`src/source/cpu_cfg.svh`:
```
`ifndef CPU_CFG_SVH
`define CPU_CFG_SVH

// data and address width, fixed at 32 by RV32I.
`define CPU_XLEN 32

// number of integer registers, x0 included.
`define CPU_REG_COUNT 32

// bits needed to name one integer register.
`define CPU_REG_INDEX_WIDTH 5

`endif
```
`src/source/cpu_pkg.sv`:
```
`include "cpu_cfg.svh"

package cpu_pkg;

	// the values the execute stage understands.
	typedef enum logic [3:0] {
		alu_add  = 4'd0,
		alu_sub  = 4'd1,
		alu_sll  = 4'd2,
		alu_slt  = 4'd3,
		alu_sltu = 4'd4,
		alu_xor  = 4'd5,
		alu_srl  = 4'd6,
		alu_sra  = 4'd7,
		alu_or   = 4'd8,
		alu_and  = 4'd9
	} alu_operation_e;

	// zero is the encoding a cleared or faulting record falls back to.
	typedef enum logic [1:0] {
		operand1_zero = 2'd0,
		operand1_rs1  = 2'd1,
		operand1_pc   = 2'd2
	} operand1_select_e;

	typedef enum logic {
		operand2_rs2 = 1'b0,
		operand2_imm = 1'b1
	} operand2_select_e;

	// encoded as funct3[1:0] of the load and store instructions.
	typedef enum logic [1:0] {
		memory_byte = 2'd0,
		memory_half = 2'd1,
		memory_word = 2'd2
	} memory_width_e;

	typedef struct packed {
		logic                            strobe;
		logic [`CPU_XLEN-1:0]            pc;
		logic [31:0]                     instruction;
		logic [`CPU_REG_INDEX_WIDTH-1:0] inst_rs1;
		logic [`CPU_REG_INDEX_WIDTH-1:0] inst_rs2;
		logic [`CPU_REG_INDEX_WIDTH-1:0] inst_rd;
	} fetch_data_t;

	typedef struct packed {
		logic                            strobe;
		logic                            fault;
		logic [`CPU_XLEN-1:0]            pc;
		logic [`CPU_REG_INDEX_WIDTH-1:0] inst_rs1;
		logic [`CPU_REG_INDEX_WIDTH-1:0] inst_rs2;
		logic [`CPU_REG_INDEX_WIDTH-1:0] inst_rd;
		logic                            have_rd;
		logic [`CPU_XLEN-1:0]            imm;
		alu_operation_e                  alu_operation;
		operand1_select_e                alu_operand1;
		operand2_select_e                alu_operand2;
		logic                            memory_read;
		logic                            memory_write;
		memory_width_e                   memory_width;
		logic                            memory_signed;
		logic                            jump;
		logic                            jump_conditional;
	} decode_data_t;

endpackage

```
`src/source/cpu_frontend.sv`:
```
`timescale 1ns/100ps

`include "cpu_cfg.svh"

module cpu_frontend (
	input  logic                            i_clock,
	input  logic                            i_reset,
	input  logic                            i_strobe,
	input  logic [`CPU_XLEN-1:0]            i_pc,
	input  logic [31:0]                     i_instruction,
	input  logic                            i_write_strobe,
	input  logic [`CPU_REG_INDEX_WIDTH-1:0] i_write_index,
	input  logic [`CPU_XLEN-1:0]            i_write_value,
	output logic                            o_strobe,
	output logic                            o_fault,
	output logic [`CPU_XLEN-1:0]            o_pc,
	output cpu_pkg::alu_operation_e         o_alu_operation,
	output logic [`CPU_XLEN-1:0]            o_operand1,
	output logic [`CPU_XLEN-1:0]            o_operand2,
	output logic [`CPU_XLEN-1:0]            o_rs2_value,
	output logic [`CPU_XLEN-1:0]            o_imm,
	output logic [`CPU_REG_INDEX_WIDTH-1:0] o_rd,
	output logic                            o_have_rd,
	output logic                            o_memory_read,
	output logic                            o_memory_write,
	output cpu_pkg::memory_width_e          o_memory_width,
	output logic                            o_memory_signed,
	output logic                            o_jump,
	output logic                            o_jump_conditional
);

	import cpu_pkg::*;

	fetch_data_t  fetch_data;
	decode_data_t decode_data;

	cpu_fetch cpu_fetch_i (
		.i_clock       (i_clock),
		.i_reset       (i_reset),
		.i_strobe      (i_strobe),
		.i_pc          (i_pc),
		.i_instruction (i_instruction),
		.o_data        (fetch_data)
	);

	cpu_decode cpu_decode_i (
		.i_clock (i_clock),
		.i_reset (i_reset),
		.i_data  (fetch_data),
		.o_data  (decode_data)
	);

	cpu_operands cpu_operands_i (
		.i_clock            (i_clock),
		.i_reset            (i_reset),
		.i_data             (decode_data),
		.i_write_strobe     (i_write_strobe),
		.i_write_index      (i_write_index),
		.i_write_value      (i_write_value),
		.o_strobe           (o_strobe),
		.o_fault            (o_fault),
		.o_pc               (o_pc),
		.o_alu_operation    (o_alu_operation),
		.o_operand1         (o_operand1),
		.o_operand2         (o_operand2),
		.o_rs2_value        (o_rs2_value),
		.o_imm              (o_imm),
		.o_rd               (o_rd),
		.o_have_rd          (o_have_rd),
		.o_memory_read      (o_memory_read),
		.o_memory_write     (o_memory_write),
		.o_memory_width     (o_memory_width),
		.o_memory_signed    (o_memory_signed),
		.o_jump             (o_jump),
		.o_jump_conditional (o_jump_conditional)
	);

endmodule

```
`src/source/cpu_operands.sv`:
```
`timescale 1ns/100ps

`include "cpu_cfg.svh"

module cpu_operands (
	input  logic                            i_clock,
	input  logic                            i_reset,
	input  cpu_pkg::decode_data_t           i_data,
	input  logic                            i_write_strobe,
	input  logic [`CPU_REG_INDEX_WIDTH-1:0] i_write_index,
	input  logic [`CPU_XLEN-1:0]            i_write_value,
	output logic                            o_strobe,
	output logic                            o_fault,
	output logic [`CPU_XLEN-1:0]            o_pc,
	output cpu_pkg::alu_operation_e         o_alu_operation,
	output logic [`CPU_XLEN-1:0]            o_operand1,
	output logic [`CPU_XLEN-1:0]            o_operand2,
	output logic [`CPU_XLEN-1:0]            o_rs2_value,
	output logic [`CPU_XLEN-1:0]            o_imm,
	output logic [`CPU_REG_INDEX_WIDTH-1:0] o_rd,
	output logic                            o_have_rd,
	output logic                            o_memory_read,
	output logic                            o_memory_write,
	output cpu_pkg::memory_width_e          o_memory_width,
	output logic                            o_memory_signed,
	output logic                            o_jump,
	output logic                            o_jump_conditional
);

	import cpu_pkg::*;

	logic [`CPU_XLEN-1:0] registers [`CPU_REG_COUNT];
	logic [`CPU_XLEN-1:0] rs1_value;
	logic [`CPU_XLEN-1:0] rs2_value;
	logic [`CPU_XLEN-1:0] operand1_value;
	logic [`CPU_XLEN-1:0] operand2_value;

	// x0 is never written, so it keeps the zero it got at reset.
	always_ff @(posedge i_clock) begin
		if (i_reset) begin
			for (int i = 0; i < `CPU_REG_COUNT; i++) begin
				registers[i] <= '0;
			end
		end else if (i_write_strobe && (i_write_index != '0)) begin
			registers[i_write_index] <= i_write_value;
		end
	end

	// the read happens a cycle after decode, so a write at that edge is already in place.
	assign rs1_value = registers[i_data.inst_rs1];
	assign rs2_value = registers[i_data.inst_rs2];

	always_comb begin
		case (i_data.alu_operand1)
			operand1_rs1: operand1_value = rs1_value;
			operand1_pc: operand1_value = i_data.pc;
			default: operand1_value = '0;
		endcase
	end

	assign operand2_value = (i_data.alu_operand2 == operand2_imm) ? i_data.imm : rs2_value;

	always_ff @(posedge i_clock) begin
		if (i_reset) begin
			o_strobe           <= 1'b0;
			o_fault            <= 1'b0;
			o_pc               <= '0;
			o_alu_operation    <= alu_add;
			o_operand1         <= '0;
			o_operand2         <= '0;
			o_rs2_value        <= '0;
			o_imm              <= '0;
			o_rd               <= '0;
			o_have_rd          <= 1'b0;
			o_memory_read      <= 1'b0;
			o_memory_write     <= 1'b0;
			o_memory_width     <= memory_byte;
			o_memory_signed    <= 1'b0;
			o_jump             <= 1'b0;
			o_jump_conditional <= 1'b0;
		end else begin
			o_strobe           <= i_data.strobe;
			o_fault            <= i_data.fault;
			o_pc               <= i_data.pc;
			o_alu_operation    <= i_data.alu_operation;
			o_operand1         <= operand1_value;
			o_operand2         <= operand2_value;
			o_rs2_value        <= rs2_value;
			o_imm              <= i_data.imm;
			o_rd               <= i_data.inst_rd;
			o_have_rd          <= i_data.have_rd;
			o_memory_read      <= i_data.memory_read;
			o_memory_write     <= i_data.memory_write;
			o_memory_width     <= i_data.memory_width;
			o_memory_signed    <= i_data.memory_signed;
			o_jump             <= i_data.jump;
			o_jump_conditional <= i_data.jump_conditional;
		end
	end

endmodule

```
`src/source/cpu_decode.sv`:
```
`timescale 1ns/100ps

`include "cpu_cfg.svh"

module cpu_decode (
	input  logic                  i_clock,
	input  logic                  i_reset,
	input  cpu_pkg::fetch_data_t  i_data,
	output cpu_pkg::decode_data_t o_data
);

	import cpu_pkg::*;

	// major opcodes, bits 6:2 of the instruction.
	localparam logic [4:0] opcode_load   = 5'b00000;
	localparam logic [4:0] opcode_op_imm = 5'b00100;
	localparam logic [4:0] opcode_auipc  = 5'b00101;
	localparam logic [4:0] opcode_store  = 5'b01000;
	localparam logic [4:0] opcode_op     = 5'b01100;
	localparam logic [4:0] opcode_lui    = 5'b01101;
	localparam logic [4:0] opcode_branch = 5'b11000;
	localparam logic [4:0] opcode_jalr   = 5'b11001;
	localparam logic [4:0] opcode_jal    = 5'b11011;

	logic [31:0] inst;
	logic [6:0]  opcode;
	logic [2:0]  funct3;
	logic [6:0]  funct7;

	logic is_u;
	logic is_j;
	logic is_i;
	logic is_b;
	logic is_s;
	logic is_r;

	logic [`CPU_XLEN-1:0] imm_i;
	logic [`CPU_XLEN-1:0] imm_s;
	logic [`CPU_XLEN-1:0] imm_b;
	logic [`CPU_XLEN-1:0] imm_u;
	logic [`CPU_XLEN-1:0] imm_j;
	logic [`CPU_XLEN-1:0] imm;

	logic             illegal;
	logic             have_rd;
	alu_operation_e   alu_operation;
	operand1_select_e operand1;
	operand2_select_e operand2;
	logic             memory_read;
	logic             memory_write;
	memory_width_e    memory_width;
	logic             memory_signed;
	logic             jump;
	logic             jump_conditional;

	decode_data_t data;

	// funct3 picks the operation, alternate selects sub and sra.
	function automatic alu_operation_e alu_from_funct3(input logic [2:0] funct,
		input logic alternate);
		alu_operation_e operation;
		case (funct)
			3'b000: operation = alternate ? alu_sub : alu_add;
			3'b001: operation = alu_sll;
			3'b010: operation = alu_slt;
			3'b011: operation = alu_sltu;
			3'b100: operation = alu_xor;
			3'b101: operation = alternate ? alu_sra : alu_srl;
			3'b110: operation = alu_or;
			default: operation = alu_and;
		endcase
		return operation;
	endfunction

	assign inst   = i_data.instruction;
	assign opcode = inst[6:0];
	assign funct3 = inst[14:12];
	assign funct7 = inst[31:25];

	assign imm_i = {{21{inst[31]}}, inst[30:20]};
	assign imm_s = {{21{inst[31]}}, inst[30:25], inst[11:7]};
	assign imm_b = {{20{inst[31]}}, inst[7], inst[30:25], inst[11:8], 1'b0};
	assign imm_u = {inst[31:12], 12'b0};
	assign imm_j = {{12{inst[31]}}, inst[19:12], inst[20], inst[30:21], 1'b0};

	always_comb begin
		is_u = 1'b0;
		is_j = 1'b0;
		is_i = 1'b0;
		is_b = 1'b0;
		is_s = 1'b0;
		is_r = 1'b0;
		case (opcode[6:2])
			opcode_lui, opcode_auipc: is_u = 1'b1;
			opcode_jal: is_j = 1'b1;
			opcode_jalr, opcode_load, opcode_op_imm: is_i = 1'b1;
			opcode_branch: is_b = 1'b1;
			opcode_store: is_s = 1'b1;
			opcode_op: is_r = 1'b1;
			default: ;
		endcase
	end

	always_comb begin
		// every RV32I word ends in binary 11, anything else is compressed or invalid.
		illegal          = (opcode[1:0] != 2'b11);
		alu_operation    = alu_add;
		operand1         = operand1_zero;
		operand2         = operand2_rs2;
		memory_read      = 1'b0;
		memory_write     = 1'b0;
		memory_width     = memory_byte;
		memory_signed    = 1'b0;
		jump             = 1'b0;
		jump_conditional = 1'b0;
		case (opcode[6:2])
			opcode_lui: begin
				operand2 = operand2_imm;
			end
			opcode_auipc: begin
				operand1 = operand1_pc;
				operand2 = operand2_imm;
			end
			opcode_jal: begin
				operand1 = operand1_pc;
				operand2 = operand2_imm;
				jump     = 1'b1;
			end
			opcode_jalr: begin
				illegal  = illegal | (funct3 != 3'b000);
				operand1 = operand1_rs1;
				operand2 = operand2_imm;
				jump     = 1'b1;
			end
			opcode_branch: begin
				operand1         = operand1_rs1;
				jump_conditional = 1'b1;
				case (funct3[2:1])
					2'b00: alu_operation = alu_sub;
					2'b10: alu_operation = alu_slt;
					2'b11: alu_operation = alu_sltu;
					default: illegal = 1'b1;
				endcase
			end
			opcode_load: begin
				// lb, lh, lw, lbu and lhu are the only loads.
				illegal       = illegal | (funct3[1] & (funct3[0] | funct3[2]));
				operand1      = operand1_rs1;
				operand2      = operand2_imm;
				memory_read   = 1'b1;
				memory_width  = memory_width_e'(funct3[1:0]);
				memory_signed = ~funct3[2];
			end
			opcode_store: begin
				illegal      = illegal | funct3[2] | (funct3[1] & funct3[0]);
				operand1     = operand1_rs1;
				operand2     = operand2_imm;
				memory_write = 1'b1;
				memory_width = memory_width_e'(funct3[1:0]);
			end
			opcode_op_imm: begin
				operand1      = operand1_rs1;
				operand2      = operand2_imm;
				alu_operation = alu_from_funct3(funct3, funct7[5] & (funct3 == 3'b101));
				// the upper immediate bits of a shift are really funct7.
				if (funct3 == 3'b001) begin
					illegal = illegal | (funct7 != 7'b0000000);
				end else if (funct3 == 3'b101) begin
					illegal = illegal | ((funct7 & 7'b1011111) != 7'b0000000);
				end
			end
			opcode_op: begin
				operand1      = operand1_rs1;
				alu_operation = alu_from_funct3(funct3, funct7[5]);
				if (funct7 == 7'b0100000) begin
					illegal = illegal | ((funct3 != 3'b000) & (funct3 != 3'b101));
				end else begin
					illegal = illegal | (funct7 != 7'b0000000);
				end
			end
			default: illegal = 1'b1;
		endcase

		// a faulting instruction leaves as a harmless add of zero.
		if (illegal) begin
			alu_operation    = alu_add;
			operand1         = operand1_zero;
			operand2         = operand2_rs2;
			memory_read      = 1'b0;
			memory_write     = 1'b0;
			memory_width     = memory_byte;
			memory_signed    = 1'b0;
			jump             = 1'b0;
			jump_conditional = 1'b0;
		end
	end

	assign imm = illegal ? '0 :
		is_u ? imm_u :
		is_j ? imm_j :
		is_i ? imm_i :
		is_b ? imm_b :
		is_s ? imm_s :
		'0;

	assign have_rd = (is_u | is_j | is_i | is_r) & (i_data.inst_rd != '0) & ~illegal;

	assign o_data = data;

	always_ff @(posedge i_clock) begin
		if (i_reset) begin
			data <= '0;
		end else begin
			data.strobe   <= i_data.strobe;
			data.fault    <= i_data.strobe & illegal;
			data.pc       <= i_data.pc;
			data.inst_rs1 <= i_data.inst_rs1;
			data.inst_rs2 <= i_data.inst_rs2;
			data.inst_rd  <= i_data.inst_rd;
			data.imm      <= imm;

			data.alu_operation <= alu_operation;
			data.alu_operand1  <= operand1;
			data.alu_operand2  <= operand2;

			// controls only go high for a live record.
			data.have_rd          <= i_data.strobe & have_rd;
			data.memory_read      <= i_data.strobe & memory_read;
			data.memory_write     <= i_data.strobe & memory_write;
			data.memory_width     <= memory_width;
			data.memory_signed    <= i_data.strobe & memory_signed;
			data.jump             <= i_data.strobe & jump;
			data.jump_conditional <= i_data.strobe & jump_conditional;
		end
	end

endmodule

```
`src/source/cpu_fetch.sv`:
```
`timescale 1ns/100ps

`include "cpu_cfg.svh"

module cpu_fetch (
	input  logic                 i_clock,
	input  logic                 i_reset,
	input  logic                 i_strobe,
	input  logic [`CPU_XLEN-1:0] i_pc,
	input  logic [31:0]          i_instruction,
	output cpu_pkg::fetch_data_t o_data
);

	import cpu_pkg::*;

	// register fields sit at the same bits in every format that has them.
	logic [`CPU_REG_INDEX_WIDTH-1:0] field_rs1;
	logic [`CPU_REG_INDEX_WIDTH-1:0] field_rs2;
	logic [`CPU_REG_INDEX_WIDTH-1:0] field_rd;

	fetch_data_t data;

	assign field_rs1 = i_instruction[19:15];
	assign field_rs2 = i_instruction[24:20];
	assign field_rd  = i_instruction[11:7];

	assign o_data = data;

	// the payload follows the inputs on every edge.
	// only the strobe tells the next stage whether the record is live.
	always_ff @(posedge i_clock) begin
		if (i_reset) begin
			data <= '0;
		end else begin
			data.strobe      <= i_strobe;
			data.pc          <= i_pc;
			data.instruction <= i_instruction;
			data.inst_rs1    <= field_rs1;
			data.inst_rs2    <= field_rs2;
			data.inst_rd     <= field_rd;
		end
	end

endmodule

```
`config.mk`:
```
export PLATFORM = sky130hd
export DESIGN_NAME = cpu_frontend
export DESIGN_NICKNAME = d
export VERILOG_FILES = /design/src/source/cpu_pkg.sv /design/src/source/cpu_frontend.sv /design/src/source/cpu_operands.sv /design/src/source/cpu_decode.sv /design/src/source/cpu_fetch.sv
export VERILOG_INCLUDE_DIRS = /design/src /design/src/source
export SDC_FILE = /design/constraint.sdc
export NUM_CORES = 2
export LEC_CHECK = 0
export BUFFER_PORTS_ARGS = -buffer_cell sky130_fd_sc_hd__buf_2
export CAP_MARGIN = 30
export CORE_MARGIN = 4
export CORE_UTILIZATION = 40
export DETAILED_ROUTE_END_ITERATION = 8
export SLEW_MARGIN = 20
export SYNTH_ARGS = -nofsm -noshare
export SYNTH_HDL_FRONTEND = slang
export SYNTH_SLANG_ARGS = --single-unit
```
`constraint.sdc`:
```
create_clock -name i_clock -period 4.1 [get_ports i_clock]
set_input_delay 0.615 -clock i_clock [delete_from_list [all_inputs] [get_ports i_clock]]
set_output_delay 0.615 -clock i_clock [all_outputs]
set_load 0.05 [all_outputs]
```
Word level (Yosys, flattened, before mapping)
Memory sizes are Yosys's and may differ from the RTL's. A register that Yosys moved wholly into a read port is not among the register bits.
Cells that the tools add are included.

word-level totals
  register bits = 345
  bits in writable memories = 1024
  input port bits = 105
  output and inout port bits = 179
  logic and storage cells = 157
  memories kept = 1

operators by class
  equal/unequal tests = 21
  muxes and demuxes = 46
  bitwise gates (word level) = 27
  reduce and logical (&&, ||, !) cells = 23

memory list
  name                      depth  width  rd ports  clocked after Yosys merged registers in  wr ports  line                RTL
  cpu_operands_i.registers  32     32     2         2                                        32        cpu_operands.sv:32  logic [`CPU_XLEN-1:0] registers [`CPU_REG_COUNT];

operators by type and width
  kind                                            count
  two-way mux 32 bit                              7
  case mux 32 bit (2 select lines)                1
  case mux 4 bit (7 select lines)                 2
  OR reduction 32 bit                             1
  two-way mux 1 bit                               29
  == test 5 x 4 -> 1 bit (second input constant)  3
  == test 5 bit (second input constant)           3
  two-way mux 5 bit                               3
  OR reduction 3 bit                              5
  nonzero test 7 bit                              2
  AND 1 bit                                       13
  case mux 4 bit (3 select lines)                 1
  OR 1 bit                                        11
  == test 5 x 3 -> 1 bit (second input constant)  2
  nonzero test 5 bit                              2
  OR reduction 2 bit                              5
  == test 3 bit (second input constant)           3
  case mux 3 bit (3 select lines)                 1
  == test 7 x 6 -> 1 bit (second input constant)  1
  case mux 1 bit (7 select lines)                 1
  OR reduction 7 bit                              1
  == test 2 bit (second input constant)           3
  == test 3 x 2 -> 1 bit (second input constant)  2
  OR reduction 6 bit                              1
  12 further kinds                                14

Depth between registers and ports, before layout
  depth after elaboration = 9
  mapped depth = 10
  depth with buffers taken out = 6

By module
Synthesis repeated with hierarchy kept, for this count alone.

second synthesis, totals
  cell total of the unflattened synthesis = 5129
  area total of the unflattened synthesis = 66113.4 µm²

modules (own cells, without submodules)
  module        instances  cells each  area each (µm²)  sequential area each (µm²)
  cpu_operands  1          4631        60525.5          34332.9
  cpu_decode    1          346         3619.7           1921.8
  cpu_fetch     1          152         1968.1           1301.2

Worst setup path before layout
No wires, ideal clock.

  kind = input to register
  start point = input port i_reset
  end point = memory cpu_operands_i.registers[20][0] (netlist bit), enable pin
  library setup time = 375 ps
  arrival time = 1987 ps
  required time = 3725 ps
  setup slack = 1738 ps
  stages = 6
  path buffers = 2
  cell sequence = clkbuf_1 nor2b_1 nand4bb_1 clkbuf_1 nor2_1 or2_2

RTL lines
  element      line                RTL
  from (decl)  cpu_frontend.sv:7   input logic i_reset,
  to (decl)    cpu_operands.sv:32

==> flow_metrics.py <==
metrics = {
    "worst_setup_path": {
        "critical_path_arrival_ns": 4.21,
        "worstSetupPathType": "reg -> reg",
        "r2r_cells": 6,
        "reg2reg_to": "cpu_operands_i.o_operand2[7]$_SDFF_PP0_",
        "reg2reg_slack_ns": 0.61,
        "cp_max_fo": 20,
        "cp-end-kind": "flip-flop",
        "crit_required_ns": 4.82,
        "slowest_stage": "dfxtp_1",
        "crit_chain": "and4b_2 > buf_4 > a22oi_1 > nand4_1 > nor2_1 > o2bb2ai_1",
        "cp-start-kind": "flip-flop",
        "crit_path_max_incr_delay_ns": 0.94,
    },
    "synthesis": {
        "synth_simple_gate_area_frac": 0.151,
        "synth-adder-area-share": 0.000384,
        "muxShareOfSynthArea": 0.168,
        "synth.area.top_cells": "edfxtp_1, dfxtp_1, mux2i_1",
        "yosysSeqAreaShare": 0.577,
        "synth_warnings": 0,
        "async_flop_share": 0,
        "synth_edf_count": 1024,
        "synth-xor-area-share": 0.000135,
        "syn-mean-instance-area_um2": 13.1,
        "synth_top_area_share": 0.472,
        "yosys-top-cells-count": "edfxtp_1, and2_1, mux2i_1",
        "syn_inst": 4968,
        "synth.distinct_cells": 70,
        "synth_most_common_cell": "edfxtp_1",
        "ys_seq_elements": 1364,
        "synth_top_area_cell": "edfxtp_1",
        "synth_top_family_by_area": "multiplexers",
        "synth_compound_area_frac": 0.0683,
        "ys.flop_type": "edfxtp_1",
        "syn_area_mm2": 0.0651,
    },
    "placed_design": {
        "post-place-ws_ns": 0.815,
        "io_buffer_count": 283,
        "gp_congestion": 0.915,
        "dp_hpwl_um": 162000,
    },
    "finish": {
        "finalNetCount": 5256,
        "fin_util": 0.464,
        "post_route_cells_drive_above_1_share": 0.189,
        "area_growth_pct": 14.9,
    },
    "power_and_ir_drop": {
        "p_per_area_mw_per_mm2": 445,
        "pwr-share-clk": 0.417,
        "p_switching_mw": 8.72,
        "seq_power_share": 0.483,
        "pwr-share-comb": 0.100,
        "switching_share": 0.262,
        "peakVddDrop_uv": 411,
        "p_leak_nw": 25.6,
        "p_int_mw": 24.6,
    },
    "timing": {
        "hold_viol": 0,
        "fmax_mhz": 286,
        "worst_pin_slew_ns": 1.13,
        "finalCritPeriodShare": 0.852,
        "fin_crit_ns": 3.49,
        "relSlewSlack": 0.249,
        "tns_ns": 0,
        "finClkSkew_ns": 0.0284,
        "finalSetupViolations": 0,
        "maxSlewViolCount": 0,
        "rsz0062_at_grt": "no",
        "setup_slack_ns": 0.608,
    },
    "clock_network": {
        "post_cts_buffers": 0,
        "cts_tree": "built",
        "cts-root-buf": "clkbuf_16",
        "cts_max_level": 4,
        "cts_made_buffers": 151,
        "path_clk_slew_ns": 0.06,
        "cts_sinks": 1364,
        "cts-resized-gates": 0,
        "worstSkewPairLatency_ns": 0.81,
        "clock_path_buffers": 3,
    },
    "drt": {
        "wl_per_cell_um": 35.8,
        "drt-total-wl_um": 267000,
        "drt_first_pass_iters": 6,
        "ant_nets": 0,
        "route.detailed.drc": 0,
        "initialDrtViolationCount": 7232,
        "routed-via-count": 46500,
        "viasPerCell": 6.24,
    },
    "grt": {
        "gr-usage-all-layers": 0.307,
        "antenna_found_initial": 39,
        "grt_pass1_wl_um": 362000,
        "grt_remaining_overflow": 0,
        "grt_pass1_vias": 44700,
        "grt_max_degree": 167,
    },
    "floorplanning": {
        "core-area_mm2": 0.161,
        "fp.dieW_um": 411,
        "fp.dieH_um": 411,
        "io_pins": 284,
        "start_util": 0.404,
        "fp-row-count": 147,
        "dieArea_mm2": 0.169,
    },
    "worst_hold_path": {
        "hold_start": "i_pc[24]",
        "holdPathEnd": "cpu_fetch_i.o_data[71]$_SDFF_PP0_",
        "hp-class": "in -> reg",
        "min_path_cells": 2,
    },
    "run": {
        "cap_violations": 0,
    },
    "run_status": {
        "status": "completed",
    },
}
==> cells in the final DEF (no fill, tap or decap), drive strengths merged, types with 15 or more instances in the layout <==
| cell type | n |
|---|---|
| a311oi | 20 |
| buf | 470 |
| inv | 18 |
| nand4 | 65 |
| dfxtp | 340 |
| mux4 | 181 |
| a211o | 15 |
| edfxtp | 1024 |
| o22ai | 55 |
| o2bb2ai | 31 |
| nor2 | 91 |
| nand2 | 98 |
| or2 | 32 |
| nor2b | 202 |
| a221oi | 25 |
| a22oi | 282 |
| a21o | 20 |
| nor3 | 75 |
| dlygate4sd3 | 21 |
| conb | 32 |
| and2 | 994 |
| clkinv | 42 |
| diode | 24 |
| clkbuf | 215 |
| a21oi | 50 |
| o221ai | 20 |
| a211oi | 56 |
| mux2i | 673 |
==> through the flow <==
stage          area (um^2)  power, mW  hold slack [ns]  std cells
2_1_floorplan        65200       18.1            0.414       4999
3_3_place_gp         69500       19.5            0.417       7134
3_5_place_dp         69500       19.6            0.421       7135
4_1_cts              74800       33.3          0.00163       7435
5_1_grt              74800       34.1           0.0392       7441
6_report             74800       33.3           0.0496       7459
==> worst max-delay path by stage <==
| stage | from | to | cells after the start |
|---|---|---|---|
| floorplan | i_reset | cpu_operands_i.registers[20][0]$_SDFFCE_PN0P_ | 6 |
| global placement | flip-flop | cpu_operands_i.o_operand2[7]$_SDFF_PP0_ | 6 |
| detailed placement | flip-flop | cpu_operands_i.o_operand2[7]$_SDFF_PP0_ | 6 |
| CTS | flip-flop | cpu_operands_i.o_operand2[7]$_SDFF_PP0_ | 6 |
| global route | flip-flop | cpu_operands_i.o_operand2[8]$_SDFF_PP0_ | 6 |
| finish | flip-flop | cpu_operands_i.o_operand2[7]$_SDFF_PP0_ | 6 |
==> sequential cells by signal, summed over array words and instances, names as in the netlist, 2 cells and up, named ones only <==
name,flops
cpu_decode_i.o_data,86
cpu_fetch_i.o_data,65
cpu_operands_i.o_alu_operation,4
cpu_operands_i.o_imm,32
cpu_operands_i.o_memory_width,2
cpu_operands_i.o_operand1,32
cpu_operands_i.o_operand2,32
cpu_operands_i.o_pc,32
cpu_operands_i.o_rd,5
cpu_operands_i.o_rs2_value,32
cpu_operands_i.registers,1024
==> logic make-up after synthesis <==
kind of cell / Yosys count
buffers and inverters: 501
multiplexers: 865
adder cells (fa/ha/maj): 2
flip-flops: 1364
other: 1
AO/OA/AOI/OAI: 600
XOR/XNOR: 1
AND/OR/NAND/NOR: 1634
==> worst max-delay path: cells and delay by family, from the launching register on <==
family,cells,cell delay (ns)
flip-flops,1,0.94
buffers and inverters,1,0.44
AO/OA/AOI/OAI,2,0.39
AND/OR/NAND/NOR,3,1.60
==> power groups by stage <==
stage | Sequential [mW] | Clock [mW] | Combinational, mW
6_report | 16.1 | 13.9 | 3.34
5_1_grt | 16.1 | 14.6 | 3.41
4_1_cts | 16.1 | 14.0 | 3.25
3_5_place_dp | 16.3 | 0 | 3.22
3_3_place_gp | 16.3 | 0 | 3.21
2_1_floorplan | 16.4 | 0 | 1.66
==> per-layer routing <==
metal / vias to the layer above / wire length (um) / GRT usage
li1: 18800 / - / -
met1: 23100 / 102000 / 0.413
met2: 3758 / 114000 / 0.453
met3: 824 / 34800 / 0.0893
met4: 14 / 16100 / 0.156
met5: - / 83 / 0
==> cell type report <==
cell class / count / area [um^2]
fillers: 14300 / 86300
flip-flops and latches: 1364 / 37600
multi-input cells: 3134 / 25800
clock buffers: 215 / 4310
repair buffers: 491 / 3640
well taps: 2160 / 2700
clock inverters: 64 / 714
diodes: 24 / 60.1
inverters: 7 / 26.3
==> what timing repair did <==
action | CTS | global route
hold buffers | 21 | 0
endpoints found under the hold margin | 21 | 0
endpoints found under the setup margin | 0 | 0
Note: power is estimated with default switching activity, not from simulation.
